[config.mk]
export PLATFORM = sky130hd
export DESIGN_NAME = cl_hello_top
export DESIGN_NICKNAME = d
export VERILOG_FILES = /design/src/hello_pkg.sv /design/src/cl_hello_top.sv /design/src/hello_reg_bank.sv /design/src/ocl_slave_fsm.sv /design/src/tick_counter.sv /design/src/vled_mask.sv
export SDC_FILE = /design/constraint.sdc
export NUM_CORES = 1
export LEC_CHECK = 0
export BUFFER_PORTS_ARGS = -buffer_cell sky130_fd_sc_hd__buf_2
export CORE_ASPECT_RATIO = 2
export CORE_UTILIZATION = 28
export CTS_CLUSTER_SIZE = 30
export DETAILED_ROUTE_END_ITERATION = 10
export GPL_TIMING_DRIVEN = 0
export MAX_ROUTING_LAYER = met4
export PLACE_DENSITY = 0.58
export SYNTH_ARGS = -nofsm -noshare
export SYNTH_HDL_FRONTEND = slang
export SYNTH_HIERARCHICAL = 1
export SYNTH_SLANG_ARGS = --single-unit
[constraint.sdc]
create_clock -name clk_main_a0 -period 3 [get_ports clk_main_a0]
set_input_delay 0.3 -clock clk_main_a0 [delete_from_list [all_inputs] [get_ports clk_main_a0]]
set_output_delay 0.3 -clock clk_main_a0 [all_outputs]
set_load 0.005 [all_outputs]
[src/hello_pkg.sv]
// Register map, reset and marker values, bus and control structs, FSM state types
`default_nettype none

package hello_pkg;

  // ------------------------------
  // Widths
  // ------------------------------
  localparam int unsigned ADDR_W = 32;
  localparam int unsigned DATA_W = 32;
  localparam int unsigned LED_W  = 16;

  // ------------------------------
  // Register map
  // ------------------------------
  localparam logic [ADDR_W-1:0] HELLO_WORLD_ADDR = 32'h0000_0000;
  localparam logic [ADDR_W-1:0] VLED_ADDR        = 32'h0000_0004;
  localparam logic [ADDR_W-1:0] CNT_CTRL_ADDR    = 32'h0000_0008;
  localparam logic [ADDR_W-1:0] CNT_LOAD_ADDR    = 32'h0000_000C;
  localparam logic [ADDR_W-1:0] CNT_WMARK_ADDR   = 32'h0000_0010;
  localparam logic [ADDR_W-1:0] CNT_STATUS_ADDR  = 32'h0000_0014;

  // Bit positions inside CNT_CTRL
  localparam int unsigned CTRL_ENABLE_BIT  = 0;
  localparam int unsigned CTRL_ONESHOT_BIT = 1;
  localparam int unsigned CTRL_CLEAR_BIT   = 2;
  localparam int unsigned CTRL_LOAD_BIT    = 3;

  localparam logic [DATA_W-1:0] HELLO_RESET_VALUE       = 32'h0000_0000;
  localparam logic [DATA_W-1:0] UNIMPLEMENTED_REG_VALUE = 32'hdead_c0de;
  localparam logic [1:0]        RESP_OKAY               = 2'b00;

  // ------------------------------
  // Bus and control structs
  // ------------------------------
  typedef struct packed {
    logic              awvalid;
    logic [ADDR_W-1:0] awaddr;
    logic              wvalid;
    logic [DATA_W-1:0] wdata;
    logic              bready;
    logic              arvalid;
    logic [ADDR_W-1:0] araddr;
    logic              rready;
  } axil_req_t;

  typedef struct packed {
    logic              awready;
    logic              wready;
    logic              bvalid;
    logic [1:0]        bresp;
    logic              arready;
    logic              rvalid;
    logic [DATA_W-1:0] rdata;
    logic [1:0]        rresp;
  } axil_rsp_t;

  // One-cycle write strobe into the register bank
  typedef struct packed {
    logic              valid;
    logic [ADDR_W-1:0] addr;
    logic [DATA_W-1:0] data;
  } reg_wr_t;

  typedef struct packed {
    logic        enable;
    logic        oneshot;
    logic        clear;
    logic        load;
    logic [7:0]  tick_value;
    logic [15:0] load_value;
    logic [15:0] watermark;
  } cnt_ctrl_t;

  typedef struct packed {
    logic [15:0] count;
    logic [7:0]  tick_count;
    logic        ge_watermark;
  } cnt_status_t;

  // ------------------------------
  // FSM states
  // ------------------------------
  typedef enum logic [1:0] {
    WR_IDLE,
    WR_DATA,
    WR_RESP
  } wr_state_e;

  typedef enum logic [1:0] {
    RD_IDLE,
    RD_LOOKUP,
    RD_RESP
  } rd_state_e;

endpackage

`default_nettype wire

[src/cl_hello_top.sv]
// Top level connecting the AXI-Lite slave, register bank, LED path and counter
`timescale 1ns/1ps
`default_nettype none

module cl_hello_top
  import hello_pkg::*;
(
  input  logic             clk_main_a0,
  input  logic             rst_main_n_sync,
  input  axil_req_t        ocl_req,
  output axil_rsp_t        ocl_rsp,
  input  logic [LED_W-1:0] vdip,
  output logic [LED_W-1:0] vled
);

  reg_wr_t           reg_wr;
  logic [ADDR_W-1:0] rd_addr;
  logic [DATA_W-1:0] rd_data;
  logic [LED_W-1:0]  hello_low;
  logic [LED_W-1:0]  vled_shadow;
  cnt_ctrl_t         cnt_ctrl;
  cnt_status_t       cnt_status;

  // ------------------------------
  // Bus slave
  // ------------------------------
  ocl_slave_fsm u_ocl_slave_fsm (
    .clk_main_a0     (clk_main_a0),
    .rst_main_n_sync (rst_main_n_sync),
    .req             (ocl_req),
    .rsp             (ocl_rsp),
    .reg_wr          (reg_wr),
    .rd_addr         (rd_addr),
    .rd_data         (rd_data)
  );

  // Registers and read mux
  hello_reg_bank u_hello_reg_bank (
    .clk_main_a0     (clk_main_a0),
    .rst_main_n_sync (rst_main_n_sync),
    .reg_wr          (reg_wr),
    .rd_addr         (rd_addr),
    .rd_data         (rd_data),
    .vled_shadow     (vled_shadow),
    .hello_low       (hello_low),
    .cnt_ctrl        (cnt_ctrl),
    .cnt_status      (cnt_status)
  );

  // ------------------------------
  // LED path and counter
  // ------------------------------
  vled_mask u_vled_mask (
    .clk_main_a0     (clk_main_a0),
    .rst_main_n_sync (rst_main_n_sync),
    .hello_low       (hello_low),
    .vdip            (vdip),
    .vled_shadow     (vled_shadow),
    .vled            (vled)
  );

  tick_counter u_tick_counter (
    .clk_main_a0     (clk_main_a0),
    .rst_main_n_sync (rst_main_n_sync),
    .cnt_ctrl        (cnt_ctrl),
    .cnt_status      (cnt_status)
  );

endmodule

`default_nettype wire

[src/hello_reg_bank.sv]
// Hello-world and counter-control registers with the register read multiplexer
`timescale 1ns/1ps
`default_nettype none

module hello_reg_bank
  import hello_pkg::*;
(
  input  logic              clk_main_a0,
  input  logic              rst_main_n_sync,
  input  reg_wr_t           reg_wr,
  input  logic [ADDR_W-1:0] rd_addr,
  output logic [DATA_W-1:0] rd_data,
  input  logic [LED_W-1:0]  vled_shadow,
  output logic [LED_W-1:0]  hello_low,
  output cnt_ctrl_t         cnt_ctrl,
  input  cnt_status_t       cnt_status
);

  logic [DATA_W-1:0] hello_q;
  logic [DATA_W-1:0] hello_swapped;
  logic              enable_q;
  logic              oneshot_q;
  logic [7:0]        tick_value_q;
  logic [15:0]       load_value_q;
  logic [15:0]       watermark_q;
  logic              wr_hello;
  logic              wr_ctrl;
  logic              wr_load;
  logic              wr_wmark;

  // ------------------------------
  // Write decode
  // ------------------------------
  // Read-only and unmapped addresses match nothing here
  assign wr_hello = reg_wr.valid && (reg_wr.addr == HELLO_WORLD_ADDR);
  assign wr_ctrl  = reg_wr.valid && (reg_wr.addr == CNT_CTRL_ADDR);
  assign wr_load  = reg_wr.valid && (reg_wr.addr == CNT_LOAD_ADDR);
  assign wr_wmark = reg_wr.valid && (reg_wr.addr == CNT_WMARK_ADDR);

  always_ff @(posedge clk_main_a0) begin
    if (!rst_main_n_sync) begin
      hello_q      <= HELLO_RESET_VALUE;
      enable_q     <= 1'b0;
      oneshot_q    <= 1'b0;
      tick_value_q <= '0;
      load_value_q <= '0;
      watermark_q  <= '0;
    end else begin
      if (wr_hello) begin
        hello_q <= reg_wr.data;
      end
      if (wr_ctrl) begin
        enable_q     <= reg_wr.data[CTRL_ENABLE_BIT];
        oneshot_q    <= reg_wr.data[CTRL_ONESHOT_BIT];
        tick_value_q <= reg_wr.data[15:8];
      end
      if (wr_load) begin
        load_value_q <= reg_wr.data[15:0];
      end
      if (wr_wmark) begin
        watermark_q <= reg_wr.data[15:0];
      end
    end
  end

  assign hello_low = hello_q[LED_W-1:0];

  // Clear and load are taken straight from the strobe, so they last one cycle
  always_comb begin
    cnt_ctrl.enable     = enable_q;
    cnt_ctrl.oneshot    = oneshot_q;
    cnt_ctrl.clear      = wr_ctrl && reg_wr.data[CTRL_CLEAR_BIT];
    cnt_ctrl.load       = wr_ctrl && reg_wr.data[CTRL_LOAD_BIT];
    cnt_ctrl.tick_value = tick_value_q;
    cnt_ctrl.load_value = load_value_q;
    cnt_ctrl.watermark  = watermark_q;
  end

  // ------------------------------
  // Read multiplexer
  // ------------------------------
  assign hello_swapped = {hello_q[7:0], hello_q[15:8], hello_q[23:16], hello_q[31:24]};

  always_comb begin
    case (rd_addr)
      HELLO_WORLD_ADDR: rd_data = hello_swapped;
      VLED_ADDR:        rd_data = {16'h0000, vled_shadow};
      // Pulse bits 3:2 always read back as zero
      CNT_CTRL_ADDR:    rd_data = {16'h0000, tick_value_q, 6'b00_0000, oneshot_q, enable_q};
      CNT_LOAD_ADDR:    rd_data = {16'h0000, load_value_q};
      CNT_WMARK_ADDR:   rd_data = {16'h0000, watermark_q};
      CNT_STATUS_ADDR:  rd_data = {7'b000_0000, cnt_status.ge_watermark,
                                   cnt_status.tick_count, cnt_status.count};
      default:          rd_data = UNIMPLEMENTED_REG_VALUE;
    endcase
  end

endmodule

`default_nettype wire

[src/ocl_slave_fsm.sv]
// AXI-Lite slave with write and read FSMs producing register strobes and read lookups
`timescale 1ns/1ps
`default_nettype none

module ocl_slave_fsm
  import hello_pkg::*;
(
  input  logic              clk_main_a0,
  input  logic              rst_main_n_sync,
  input  axil_req_t         req,
  output axil_rsp_t         rsp,
  output reg_wr_t           reg_wr,
  output logic [ADDR_W-1:0] rd_addr,
  input  logic [DATA_W-1:0] rd_data
);

  wr_state_e         wr_state;
  rd_state_e         rd_state;
  logic [ADDR_W-1:0] wr_addr_q;
  logic [ADDR_W-1:0] rd_addr_q;
  logic [DATA_W-1:0] rdata_q;
  logic              aw_hs;
  logic              w_hs;
  logic              ar_hs;

  assign aw_hs = (wr_state == WR_IDLE) && req.awvalid;
  // wready follows wvalid directly once the address is held
  assign w_hs  = (wr_state == WR_DATA) && req.wvalid;
  assign ar_hs = (rd_state == RD_IDLE) && req.arvalid;

  // ------------------------------
  // Write channel
  // ------------------------------
  always_ff @(posedge clk_main_a0) begin
    if (!rst_main_n_sync) begin
      wr_state <= WR_IDLE;
    end else begin
      case (wr_state)
        WR_IDLE: if (aw_hs) wr_state <= WR_DATA;
        WR_DATA: if (w_hs) wr_state <= WR_RESP;
        WR_RESP: if (req.bready) wr_state <= WR_IDLE;
        default: wr_state <= WR_IDLE;
      endcase
    end
  end

  always_ff @(posedge clk_main_a0) begin
    if (aw_hs) begin
      wr_addr_q <= req.awaddr;
    end
  end

  always_comb begin
    reg_wr.valid = w_hs;
    reg_wr.addr  = wr_addr_q;
    reg_wr.data  = req.wdata;
  end

  // ------------------------------
  // Read channel
  // ------------------------------
  always_ff @(posedge clk_main_a0) begin
    if (!rst_main_n_sync) begin
      rd_state <= RD_IDLE;
    end else begin
      case (rd_state)
        RD_IDLE:   if (ar_hs) rd_state <= RD_LOOKUP;
        RD_LOOKUP: rd_state <= RD_RESP;
        RD_RESP:   if (req.rready) rd_state <= RD_IDLE;
        default:   rd_state <= RD_IDLE;
      endcase
    end
  end

  always_ff @(posedge clk_main_a0) begin
    if (ar_hs) begin
      rd_addr_q <= req.araddr;
    end
    // Bank data is sampled once, then held through back-pressure
    if (rd_state == RD_LOOKUP) begin
      rdata_q <= rd_data;
    end
  end

  assign rd_addr = rd_addr_q;

  always_comb begin
    rsp.awready = (wr_state == WR_IDLE);
    rsp.wready  = w_hs;
    rsp.bvalid  = (wr_state == WR_RESP);
    rsp.bresp   = RESP_OKAY;
    rsp.arready = (rd_state == RD_IDLE);
    rsp.rvalid  = (rd_state == RD_RESP);
    rsp.rdata   = rdata_q;
    rsp.rresp   = RESP_OKAY;
  end

  // ------------------------------
  // Protocol checks
  // ------------------------------
  a_bvalid_hold : assert property (@(posedge clk_main_a0) disable iff (!rst_main_n_sync)
    rsp.bvalid && !req.bready |=> rsp.bvalid);

  a_rvalid_hold : assert property (@(posedge clk_main_a0) disable iff (!rst_main_n_sync)
    rsp.rvalid && !req.rready |=> rsp.rvalid && $stable(rsp.rdata));

  // Each strobe is the single data beat of a write and is answered next cycle
  a_strobe_once : assert property (@(posedge clk_main_a0) disable iff (!rst_main_n_sync)
    reg_wr.valid |=> rsp.bvalid && !reg_wr.valid);

endmodule

`default_nettype wire

[src/tick_counter.sv]
// Prescaler tick counter, event counter with saturation and watermark compare
`timescale 1ns/1ps
`default_nettype none

module tick_counter
  import hello_pkg::*;
(
  input  logic        clk_main_a0,
  input  logic        rst_main_n_sync,
  input  cnt_ctrl_t   cnt_ctrl,
  output cnt_status_t cnt_status
);

  logic [7:0]  tick_cnt_q;
  logic [15:0] count_q;
  logic        tick;
  logic        saturated;

  // Restart also covers a tick value lowered below the running count
  assign tick      = (tick_cnt_q >= cnt_ctrl.tick_value);
  assign saturated = cnt_ctrl.oneshot && (count_q == 16'hffff);

  // ------------------------------
  // Prescaler
  // ------------------------------
  always_ff @(posedge clk_main_a0) begin
    if (!rst_main_n_sync) begin
      tick_cnt_q <= '0;
    end else if (cnt_ctrl.clear) begin
      tick_cnt_q <= '0;
    end else if (cnt_ctrl.enable) begin
      if (tick) begin
        tick_cnt_q <= '0;
      end else begin
        tick_cnt_q <= tick_cnt_q + 8'd1;
      end
    end
  end

  // ------------------------------
  // Event counter
  // ------------------------------
  // Clear and load also act while the counter is disabled
  always_ff @(posedge clk_main_a0) begin
    if (!rst_main_n_sync) begin
      count_q <= '0;
    end else if (cnt_ctrl.clear) begin
      count_q <= '0;
    end else if (cnt_ctrl.load) begin
      count_q <= cnt_ctrl.load_value;
    end else if (cnt_ctrl.enable && tick && !saturated) begin
      count_q <= count_q + 16'd1;
    end
  end

  always_comb begin
    cnt_status.count        = count_q;
    cnt_status.tick_count   = tick_cnt_q;
    cnt_status.ge_watermark = (count_q >= cnt_ctrl.watermark);
  end

  // Oneshot mode must never wrap on its own
  a_no_wrap : assert property (@(posedge clk_main_a0) disable iff (!rst_main_n_sync)
    saturated && !cnt_ctrl.clear && !cnt_ctrl.load |=> count_q != 16'h0000);

endmodule

`default_nettype wire

[src/vled_mask.sv]
// DIP switch synchronizer, LED shadow register and masked LED output flop
`timescale 1ns/1ps
`default_nettype none

module vled_mask
  import hello_pkg::*;
(
  input  logic             clk_main_a0,
  input  logic             rst_main_n_sync,
  input  logic [LED_W-1:0] hello_low,
  input  logic [LED_W-1:0] vdip,
  output logic [LED_W-1:0] vled_shadow,
  output logic [LED_W-1:0] vled
);

  logic [LED_W-1:0] vdip_q1;
  logic [LED_W-1:0] vdip_q2;
  logic [LED_W-1:0] shadow_q;

  always_ff @(posedge clk_main_a0) begin
    if (!rst_main_n_sync) begin
      vdip_q1  <= '0;
      vdip_q2  <= '0;
      shadow_q <= '0;
      vled     <= '0;
    end else begin
      // Two-flop synchronizer for the switches
      vdip_q1  <= vdip;
      vdip_q2  <= vdip_q1;
      shadow_q <= hello_low;
      // LEDs only light where the matching switch is on
      vled     <= shadow_q & vdip_q2;
    end
  end

  assign vled_shadow = shadow_q;

endmodule

`default_nettype wire
# After elaboration in Yosys (flattened, before gate mapping)
# Cells that the tools add are included.
[op_classes] addsub=2 n_bitwise=2 n_lt_le_gt_ge=2 n_mux=11 eq_ne=18 n_reduce_logical=21
[op_table] cell="32-bit one-hot mux with 6 select lines" n=1
[op_table] cell="32-bit by 4-bit equality test with 1-bit output, second input constant" n=4
[op_table] cell="32-bit by 5-bit equality test with 1-bit output, second input constant" n=3
[op_table] cell="32-bit logical NOT" n=2
[op_table] cell="32-bit by 3-bit equality test with 1-bit output, second input constant" n=1
[op_table] cell="16-bit 2-to-1 mux" n=2
[op_table] cell="16-bit by 1-bit adder with 16-bit output, second input constant" n=1
[op_table] cell="16-bit AND" n=1
[op_table] cell="16-bit equality test, second input constant" n=1
[op_table] cell="16-bit greater-or-equal comparator" n=1
[op_table] cell="1-bit logical AND" n=12
[op_table] cell="2-bit one-hot mux with 3 select lines" n=2
[op_table] cell="2-bit 2-to-1 mux" n=5
[op_table] cell="8-bit by 1-bit adder with 8-bit output, second input constant" n=1
[op_table] cell="8-bit greater-or-equal comparator" n=1
[op_table] cell="8-bit 2-to-1 mux" n=1
[op_table] cell="2-bit by 1-bit != test with 1-bit output, second input constant" n=3
[op_table] cell="2-bit by 1-bit equality test with 1-bit output, second input constant" n=2
[op_table] cell="2-bit equality test, second input constant" n=2
[op_table] cell="2-bit logical NOT" n=2
[op_table] cell="2-bit != test, second input constant" n=2
[op_table] cell="3-bit AND reduction" n=1
[op_table] cell="2-bit AND reduction" n=1
[op_table] cell="2-bit nonzero test" n=1
[op_table] cell="other kinds (3)" n=3
[word_totals] ff_bits=262 input_bits=119 wordCells=73 out_inout_bits=57

# Logic depth before layout (Yosys ltp)
# Gate-level depths: netlist of run 1.
[depth] ltp_word=6 depth_mapped=10 ltp_nobuf=9

# By module
# Netlist of run 1, hierarchy kept.
[by_module_without_submodules] mod="hello_reg_bank" seq_area_each_um2=1481.4 n_inst=1 area_per_inst_um2=4289.1 cells_per_inst=462
[by_module_without_submodules] mod="ocl_slave_fsm" seq_area_each_um2=2962.8 n_inst=1 area_per_inst_um2=3358.2 cells_per_inst=155
[by_module_without_submodules] mod="tick_counter" seq_area_each_um2=480.5 n_inst=1 area_per_inst_um2=1820.5 cells_per_inst=226
[by_module_without_submodules] mod="vled_mask" seq_area_each_um2=1281.2 n_inst=1 area_per_inst_um2=1729.2 cells_per_inst=134

# Least setup slack after synthesis of run 1
# OpenSTA, ideal clock, no wires.
[synth_path] path_type="register -> register" startpoint="register u_ocl_slave_fsm.rd_state[0]" endpoint="register u_ocl_slave_fsm.rd_addr_q[0] (netlist: u_ocl_slave_fsm/rd_addr[0]), enable pin" setup_ps=469 period_less_slack_ps=3232 arrival_time_ps=2762 t_required_ps=2531 setup_slack_ps=-232 n_path_buf=0 path_stages_with_launch=2 cell_sequence="dfxtp_1 > nor3b_1"
[synth_between] elab_chain_len=2
[synth_lines] element="start, declared" line_no="ocl_slave_fsm.sv:18" source="rd_state_e rd_state;"
[synth_lines] element="start signal, assigned" line_no="ocl_slave_fsm.sv:64" source="rd_state <= RD_IDLE;"
[synth_lines] element="start signal, assigned" line_no="ocl_slave_fsm.sv:67" source="RD_IDLE: if (ar_hs) rd_state <= RD_LOOKUP;"
[synth_lines] element="start signal, assigned" line_no="ocl_slave_fsm.sv:68" source="RD_LOOKUP: rd_state <= RD_RESP;"
[synth_lines] element="2-bit logical NOT" line_no="ocl_slave_fsm.sv:29" source="assign ar_hs = (rd_state == RD_IDLE) && req.arvalid;"
[synth_lines] element="1-bit logical AND" line_no="ocl_slave_fsm.sv:29"
[synth_lines] element="net u_ocl_slave_fsm.ar_hs" line_no="ocl_slave_fsm.sv:24" source="logic ar_hs;"
[synth_lines] element="end signal, assigned" line_no="ocl_slave_fsm.sv:77" source="rd_addr_q <= req.araddr;"
[synth_lines] element="end, declared" line_no="ocl_slave_fsm.sv:20" source="logic [ADDR_W-1:0] rd_addr_q;"
# The timed path passes the listed nets, and every way through them passes these cells.
# A chain may end at the register's enable or synchronous reset.

# Worst setup path in the final report of run 1
[layout_path] startpoint="register u_ocl_slave_fsm.rd_addr_q[13] (netlist: u_ocl_slave_fsm/rd_addr[13])" endpoint="register u_ocl_slave_fsm.rdata_q[23], data pin"
[layout_between] elab_chain_len=2 elab_cells_between_ends=7 cone_classes="eq/ne (5); mux (1); reduce/logical (1)"
[layout_lines] element="32-bit by 5-bit equality test with 1-bit output (tied with other cells)" line_no="hello_reg_bank.sv:85" source="case (rd_addr)"
[layout_lines] element="32-bit one-hot mux with 6 select lines *" line_no="hello_reg_bank.sv:85"
[layout_lines] element="net rd_data[23]" line_no="cl_hello_top.sv:18" source="logic [DATA_W-1:0] rd_data;"
[layout_lines] element="end signal, assigned" line_no="ocl_slave_fsm.sv:81" source="rdata_q <= rd_data;"
[layout_lines] element="end, declared" line_no="ocl_slave_fsm.sv:21" source="logic [DATA_W-1:0] rdata_q;"
# Mark *: on every way through the listed nets, which the timed path passes. The rest lies on a longest branch.

==> results of run 1 <==
==> stage by stage <==
stage	setup TNS, ns	hold slack, ns	util [%]	instance area [um^2]
CTS	0	0.00906	35.8	14100
detailed placement	0	0.418	32.0	12600
floorplan	0	0.399	-	11200
global route	0	0.00801	35.8	14100
global placement	-17.65	0.415	31.9	12600
finish	0	0.0253	35.8	14100
==> registers in the layout, indices dropped and copies added (netlist names) <==
name                           count
u_hello_reg_bank/enable_q          1
u_hello_reg_bank/hello_q          32
u_hello_reg_bank/load_value_q     16
u_hello_reg_bank/oneshot_q         1
u_hello_reg_bank/tick_value_q      8
u_hello_reg_bank/watermark_q      16
u_ocl_slave_fsm/rd_addr           32
u_ocl_slave_fsm/rd_state           2
u_ocl_slave_fsm/rdata_q           32
u_ocl_slave_fsm/wr_addr_q         32
u_ocl_slave_fsm/wr_state           2
u_tick_counter/count_q            16
u_tick_counter/tick_cnt_q          8
u_vled_mask/vdip_q1               16
u_vled_mask/vdip_q2               16
u_vled_mask/vled                  16
u_vled_mask/vled_shadow           16
==> cell families (layout without fill, tap and decap cells) <==
| kind of cell | after synthesis | in the layout |
|---|---|---|
| other | 1 | 4 |
| flip-flops | 262 | 262 |
| multiplexers | 88 | 88 |
| AO/OA/AOI/OAI | 139 | 139 |
| XOR/XNOR | 20 | 20 |
| buffers and inverters | 132 | 390 |
| AND/OR/NAND/NOR | 309 | 309 |
| adder cells (fa/ha/maj) | 26 | 26 |
==> layout by cell type, fill, tap and decap left out, types with 9 or more instances in the layout <==
| master | count |
|---|---|
| xnor2_1 | 14 |
| a22oi_1 | 26 |
| dfxtp_1 | 166 |
| a21oi_1 | 21 |
| nand2_1 | 120 |
| and3_2 | 14 |
| and2_1 | 52 |
| nand4_1 | 12 |
| ha_1 | 26 |
| o21ai_0 | 17 |
| o22ai_1 | 11 |
| buf_2 | 147 |
| buf_4 | 59 |
| nor2_1 | 29 |
| mux2i_1 | 82 |
| inv_1 | 30 |
| dlygate4sd3_1 | 76 |
| clkbuf_1 | 33 |
| clkbuf_16 | 25 |
| o21a_1 | 9 |
| edfxtp_1 | 96 |
| a21o_1 | 9 |
==> cell type report <==
cell class,count,share of cell area [%]
Multi-Input combinational cell,586,30.3
Inverter,28,0.745
Clock inverter,6,0.239
Sequential cell,262,44.0
Clock buffer,35,4.87
Tap cell,525,4.66
Timing Repair Buffer,217,10.6
Buffer,104,4.57
==> what timing repair did <==
action,4_1_cts,5_1_grt
gates resized for setup,0,1
hold endpoints to repair,76,0
endpoints found under the setup margin,0,2
hold buffers,76,0
==> synthesized netlist by cell type, drive strengths merged, types with 9 or more instances <==
library cell  number  area [um^2]
mux2i             82          821
and3              20          143
o21ai             20          100
buf               72          517
nor4              18          245
o21a               9         67.6
edfxtp            96         2880
nor2              29          109
clkbuf            32          128
nor3              10         71.3
o22ai             11         68.8
a21o               9         67.6
ha                26          325
nand2            120          450
dfxtp            166         3320
xnor2             14          123
and2              53          332
inv               28          105
nand4             14          109
a22oi             26          195
a21oi             22          114
==> power groups by stage <==
stage	registers [mW]	clock network [mW]	logic [mW]
after CTS	3.84	2.96	0.447
after global placement	3.92	0	0.355
final	3.84	2.88	0.449
after detailed placement	3.92	0	0.370
after global routing	3.84	3.09	0.485
after floorplan	3.91	0	0.193
==> worst max-delay path by stage <==
stage | to | cells past startpoint | from | slack, ns
floorplan | u_ocl_slave_fsm/rdata_q[0] | 1 | u_ocl_slave_fsm/rd_state[0] | 0.69
finish | u_ocl_slave_fsm/rdata_q[23] | 5 | u_ocl_slave_fsm/rd_addr[13] | 0.13
detailed placement | u_ocl_slave_fsm/rdata_q[23] | 5 | u_ocl_slave_fsm/rd_addr[13] | 0.13
global placement | u_ocl_slave_fsm/rdata_q[5] | 1 | u_ocl_slave_fsm/rd_state[0] | -0.54
CTS | u_ocl_slave_fsm/rdata_q[23] | 5 | u_ocl_slave_fsm/rd_addr[13] | 0.10
global route | u_ocl_slave_fsm/rdata_q[23] | 5 | u_ocl_slave_fsm/rd_addr[13] | 0.09
==> critical path: stages (launching register included) <==
cell and delay [ns]:
edfxtp_1 0.36, nor4_1 0.46, nand4_1 0.61, nand4bb_1 0.51, buf_2 0.28, a221o_1 0.35
==> routing by layer <==
metal	routed length (um)	share of wire [%]	up-vias	track usage, %
met5	0	0	-	-
met1	10800	30	3885	14.5
met2	19100	54	300	33.8
met4	3940	11	0	17.8
li1	-	-	3927	-
met3	1510	4.3	135	2.23
==> flow_summary_export.csv, run 1 <==
group,metric,value,unit
status,status,"finished clean",
sta,max_freq,349,MHz
cells_and_area,ff_latch_area,0.00621,mm^2
cells_and_area,n_antenna_cell,0,
routing,drtIter0Drc,453,
sta,slew_headroom,16.3,%
cells_and_area,multiInputGateArea,0.00428,mm^2
synthesis,synthAdderAreaFrac,2.91,%
worst_setup_path,regToRegSetupSlack,0.13,ns
global_routing,grt_pass1_vias,8877,
power_and_ir_drop,p_per_area,508,mW/mm^2
sta,finalSetupViolCount,0,
cells_and_area,synthToLayoutAreaGrowth,26.0,%
clocking,clk-insertion-delay-late,0.53,ns
clocking,clkTransAtPathRegs,0.06,ns
placed_design,port_buffers,139,
job,drv_cap,0,
placed_design,pre_cts_slack,0.134,ns
hold_path,hold_class,"in -> reg",
hold_path,hold_end,"u_vled_mask/vdip_q1[10]",
synthesis,netlist_area,0.0112,mm^2
routing,vias_per_cell,4.68,
worst_setup_path,crit_path_max_fanout,10,
worst_setup_path,start_kind,"flip-flop",
synthesis,ys_ff_latch,262,
sta,worstMarginPinSlew,1.25,ns
worst_setup_path,crit_type,"reg -> reg",
power_and_ir_drop,clock_power_share,40.2,%
routing,vias,8247,
clocking,postCtsSetupBuffers,0,
cells_and_area,stdcell_count,1763,
power_and_ir_drop,power.total,7.17,mW
worst_setup_path,cp.arrival,3.11,ns
power_and_ir_drop,switching_share,22.0,%
sta,worst_slack,0.134,ns
placed_design,dp_cells,1646,
global_routing,grt_use_total,18.1,%
cells_and_area,nets,1367,
sta,slew_viol_final,0,
synthesis,ys.flop_type,"dfxtp_1",
clocking,cts_sinks,262,
worst_setup_path,crit_required,3.24,ns
sta,rsz0062_at_grt,"false",
routing,routedWlPerCell,20.1,um
worst_setup_path,r2r-end,"u_ocl_slave_fsm/rdata_q[23]",
sta,period_share,95.5,%
floorplanning,die_h,285,um
power_and_ir_drop,pwr-share-seq,53.5,%
floorplanning,rows,103,
power_and_ir_drop,peakVddDrop,0.000568,V
clocking,cts_tree,"yes",
routing,antenna_left,0,
floorplanning,die_area,0.0408,mm^2
cells_and_area,nFillCells,3984,
power_and_ir_drop,intPower,5.59,mW
routing,drc,0,
synthesis,syn_inst,977,
placed_design,finalWeightedCongestion,0.949,
synthesis,ys_warn_count,6,
power_and_ir_drop,power_switching,1.57,mW
worst_setup_path,critPathCaptureType,"flip-flop",
clocking,cts_buffer_depth,3,
floorplanning,start_util,28.4,%
routing,drt-pass1-iter-count,5,
power_and_ir_drop,pwr-share-comb,6.3,%
clocking,clockRootBuffer,"clkbuf_16",
hold_path,worstHoldStart,"vdip[10]",
power_and_ir_drop,p_leak,5.26,nW
synthesis,synth_compound_area_share,8.58,%
synthesis,yosysSeqAreaShare,55.4,%
floorplanning,num_io_pins,176,
global_routing,grt_max_degree,33,
global_routing,grt_pass1_wl,51800,um
synthesis,synthXorXnorAreaFrac,1.56,%
synthesis,synthMuxAreaShare,8.13,%
sta,timing.final.hold_violations,0,
placed_design,dp_hpwl,27500,um
sta,clock_skew,0.0138,ns
routing,totalWireLength,35400,um
synthesis,yosys.area_share.simple,16.7,%
global_routing,antenna_found_initial,0,
synthesis,synth_cell_types,69,
synthesis,async_flop_share,0,%
hold_path,holdPathStages,2,
synthesis,postSynthAreaPerCell,11.5,um^2
floorplanning,die-width,143,um
clocking,cts_max_level,1,
synthesis,synth_top_family_by_area,"simple AND/OR/NAND/NOR gates",
cells_and_area,drive_above_1_share,24.2,%
clocking,cts_buffers,23,
sta,min_period,2.87,ns
floorplanning,core,0.0394,mm^2
worst_setup_path,rr_worst_depth,5,
worst_setup_path,rr_startpoint,"u_ocl_slave_fsm/rd_addr[13]",
synthesis,synth-edff-count,96,
global_routing,overflow,0,
Power figures use the tool's default switching activity.
==> inputs of run 2 (changes only) <==
CAP_MARGIN = 25   (was not set)
CORE_ASPECT_RATIO = 1.2   (was 2)
==> flow_summary_export.csv, run 2 (synthesized netlist as in run 1, its figures left out) <==
group,metric,value,unit
cells_and_area,fin_util,36.9,%
sta,min_period,2.77,ns
worst_setup_path,r2r-end,"u_ocl_slave_fsm/rdata_q[2]",
global_routing,grt_pass1_vias,8487,
power_and_ir_drop,peakVddDrop,0.000504,V
floorplanning,die_h,221,um
sta,clock_skew,0.0135,ns
floorplanning,rows,79,
hold_path,worstHoldStart,"ocl_req[63]",
sta,worstMarginPinSlew,1.06,ns
cells_and_area,final_common_cell,"dfxtp_1",
cells_and_area,stdcell_count,1788,
routing,totalWireLength,33000,um
power_and_ir_drop,p_leak,5.40,nW
worst_setup_path,rr_worst_depth,4,
power_and_ir_drop,power.total,7.69,mW
placed_design,port_buffers,139,
worst_setup_path,start_kind,"flip-flop",
sta,period_share,92.4,%
routing,vias_per_cell,4.62,
cells_and_area,synthToLayoutAreaGrowth,29.1,%
clocking,postCtsSetupBuffers,0,
worst_setup_path,crit_required,3.23,ns
worst_setup_path,cp_top_family,"simple AND/OR/NAND/NOR gates",
clocking,clkTransAtPathRegs,0.06,ns
power_and_ir_drop,p_per_area,532,mW/mm^2
sta,setup_tns,0,ns
floorplanning,start_util,28.6,%
cells_and_area,stdcell_area,0.0145,mm^2
sta,slew_viol_final,0,
clocking,cts_max_level,1,
status,status,"finished clean",
clocking,clockRootBuffer,"clkbuf_16",
routing,drtIter0Drc,485,
clocking,clk-insertion-delay-late,0.56,ns
sta,worst_slack,0.229,ns
clocking,cts_buffers,27,
worst_setup_path,crit_path_max_fanout,8,
worst_setup_path,crit_buf_inv,0,
worst_setup_path,cp.arrival,3.00,ns
hold_path,holdPathStages,3,
cells_and_area,final_cell_mix,"dfxtp_1, buf_2, nand2_1, edfxtp_1, dlygate4sd3_1",
sta,rsz0062_at_grt,"false",
cells_and_area,n_antenna_cell,0,
placed_design,pre_cts_slack,0.242,ns
global_routing,overflow,0,
placed_design,finalWeightedCongestion,0.926,
sta,timing.final.hold_violations,0,
worst_setup_path,crit_slowest_cell,"nor4_4",
floorplanning,core,0.0391,mm^2
hold_path,hold_end,"u_hello_reg_bank/hello_q[28]",
sta,finalSetupViolCount,0,
cells_and_area,drive_above_1_share,25.0,%
worst_setup_path,critPathMaxStageDelay,0.76,ns
placed_design,dp_cells,1648,
sta,max_freq,361,MHz
routing,drc,0,
global_routing,grt_pass1_wl,49500,um
worst_setup_path,worstPathCellList,"nor4_1 -> nand4_1 -> nor4_4 -> o221ai_1",
worst_setup_path,crit_type,"reg -> reg",
global_routing,grt_use_total,16.6,%
placed_design,dp_hpwl,24700,um
cells_and_area,nets,1386,
global_routing,antenna_found_initial,0,
worst_setup_path,regToRegSetupSlack,0.23,ns
routing,antenna_left,0,
floorplanning,die-width,185,um
clocking,cts_sinks,262,
routing,routedWlPerCell,18.5,um
placed_design,dpl-instance-area,0.0126,mm^2
sta,slew_headroom,28.6,%
hold_path,hold_class,"in -> reg",
clocking,cts_tree,"yes",
global_routing,grt_max_degree,23,
sta,holdWs,0.0222,ns
floorplanning,die_area,0.0408,mm^2
floorplanning,num_io_pins,176,
worst_setup_path,rr_startpoint,"u_ocl_slave_fsm/rd_addr[31]",
clocking,cts_buffer_depth,3,
job,drv_cap,0,
worst_setup_path,critPathCaptureType,"flip-flop",
routing,drt-pass1-iter-count,5,
routing,vias,8266,
==> run 2: cell count changes in the layout (fill, tap and decap cells not counted), sizes merged <==
cell         previous run  this run
clkbuf                 67        66
buf                   213       214
dlygate4sd3            76        90
clkinv                  2         5
inv                    32        33
bufinv                  0         1
clkinvlp                0         5
==> run 2: repair_timing <==
action | 4_1_cts | 5_1_grt
endpoints found under the hold margin | 90 | 0
gates resized for setup | 0 | 1
hold buffers | 90 | 0
setup endpoints to repair | 0 | 2
==> run 2: worst reg2reg max path, cell delays in order, from the launching register on <==
cell,delay (ns)
edfxtp_1,0.38
nor4_1,0.39
nand4_1,0.59
nor4_4,0.76
o221ai_1,0.33
==> run 2: report_power, final <==
| part | switching [mW] | total, mW | internal [mW] |
|---|---|---|---|
| clock network | 1.47 | 3.38 | 1.92 |
| logic | 0.236 | 0.465 | 0.229 |
| registers | 0.0486 | 3.84 | 3.79 |
| total | 1.75 | 7.69 | 5.94 |
==> run 2: worst max-delay path by stage <==
stage                                            from  slack (ns)                     endpoint  cells after the start
final                     u_ocl_slave_fsm/rd_addr[31]        0.23   u_ocl_slave_fsm/rdata_q[2]                      4
after global routing      u_ocl_slave_fsm/wr_state[0]        0.11   u_tick_counter/count_q[12]                     10
after CTS                 u_ocl_slave_fsm/wr_state[0]        0.25   u_tick_counter/count_q[15]                     10
after detailed placement  u_ocl_slave_fsm/wr_state[0]        0.24   u_tick_counter/count_q[15]                     10
after global placement    u_ocl_slave_fsm/rd_state[0]       -0.62  u_ocl_slave_fsm/rdata_q[12]                      1
after floorplan           u_ocl_slave_fsm/rd_state[0]        0.69   u_ocl_slave_fsm/rdata_q[0]                      1
==> run 2: final cells by class <==
| cell class | count | area (um^2) |
|---|---|---|
| clock buffer | 34 | 763 |
| sequential | 262 | 6210 |
| tap | 526 | 658 |
| clock inverter | 16 | 146 |
| multi-input combinational | 586 | 4280 |
| buffer | 104 | 644 |
| timing repair buffer | 232 | 1660 |
| fill | 3888 | 24700 |
| inverter | 28 | 105 |
==> run 2: layer usage <==
metal | share of wire, % | wire, um | vias to the layer above | track usage (%)
met1 | 39 | 12700 | 3963 | 18.0
met2 | 52 | 17300 | 274 | 29.7
li1 | - | - | 3976 | -
met4 | 2.6 | 854 | 0 | 5.54
met5 | 0 | 0 | - | -
met3 | 6.4 | 2120 | 53 | 3.29
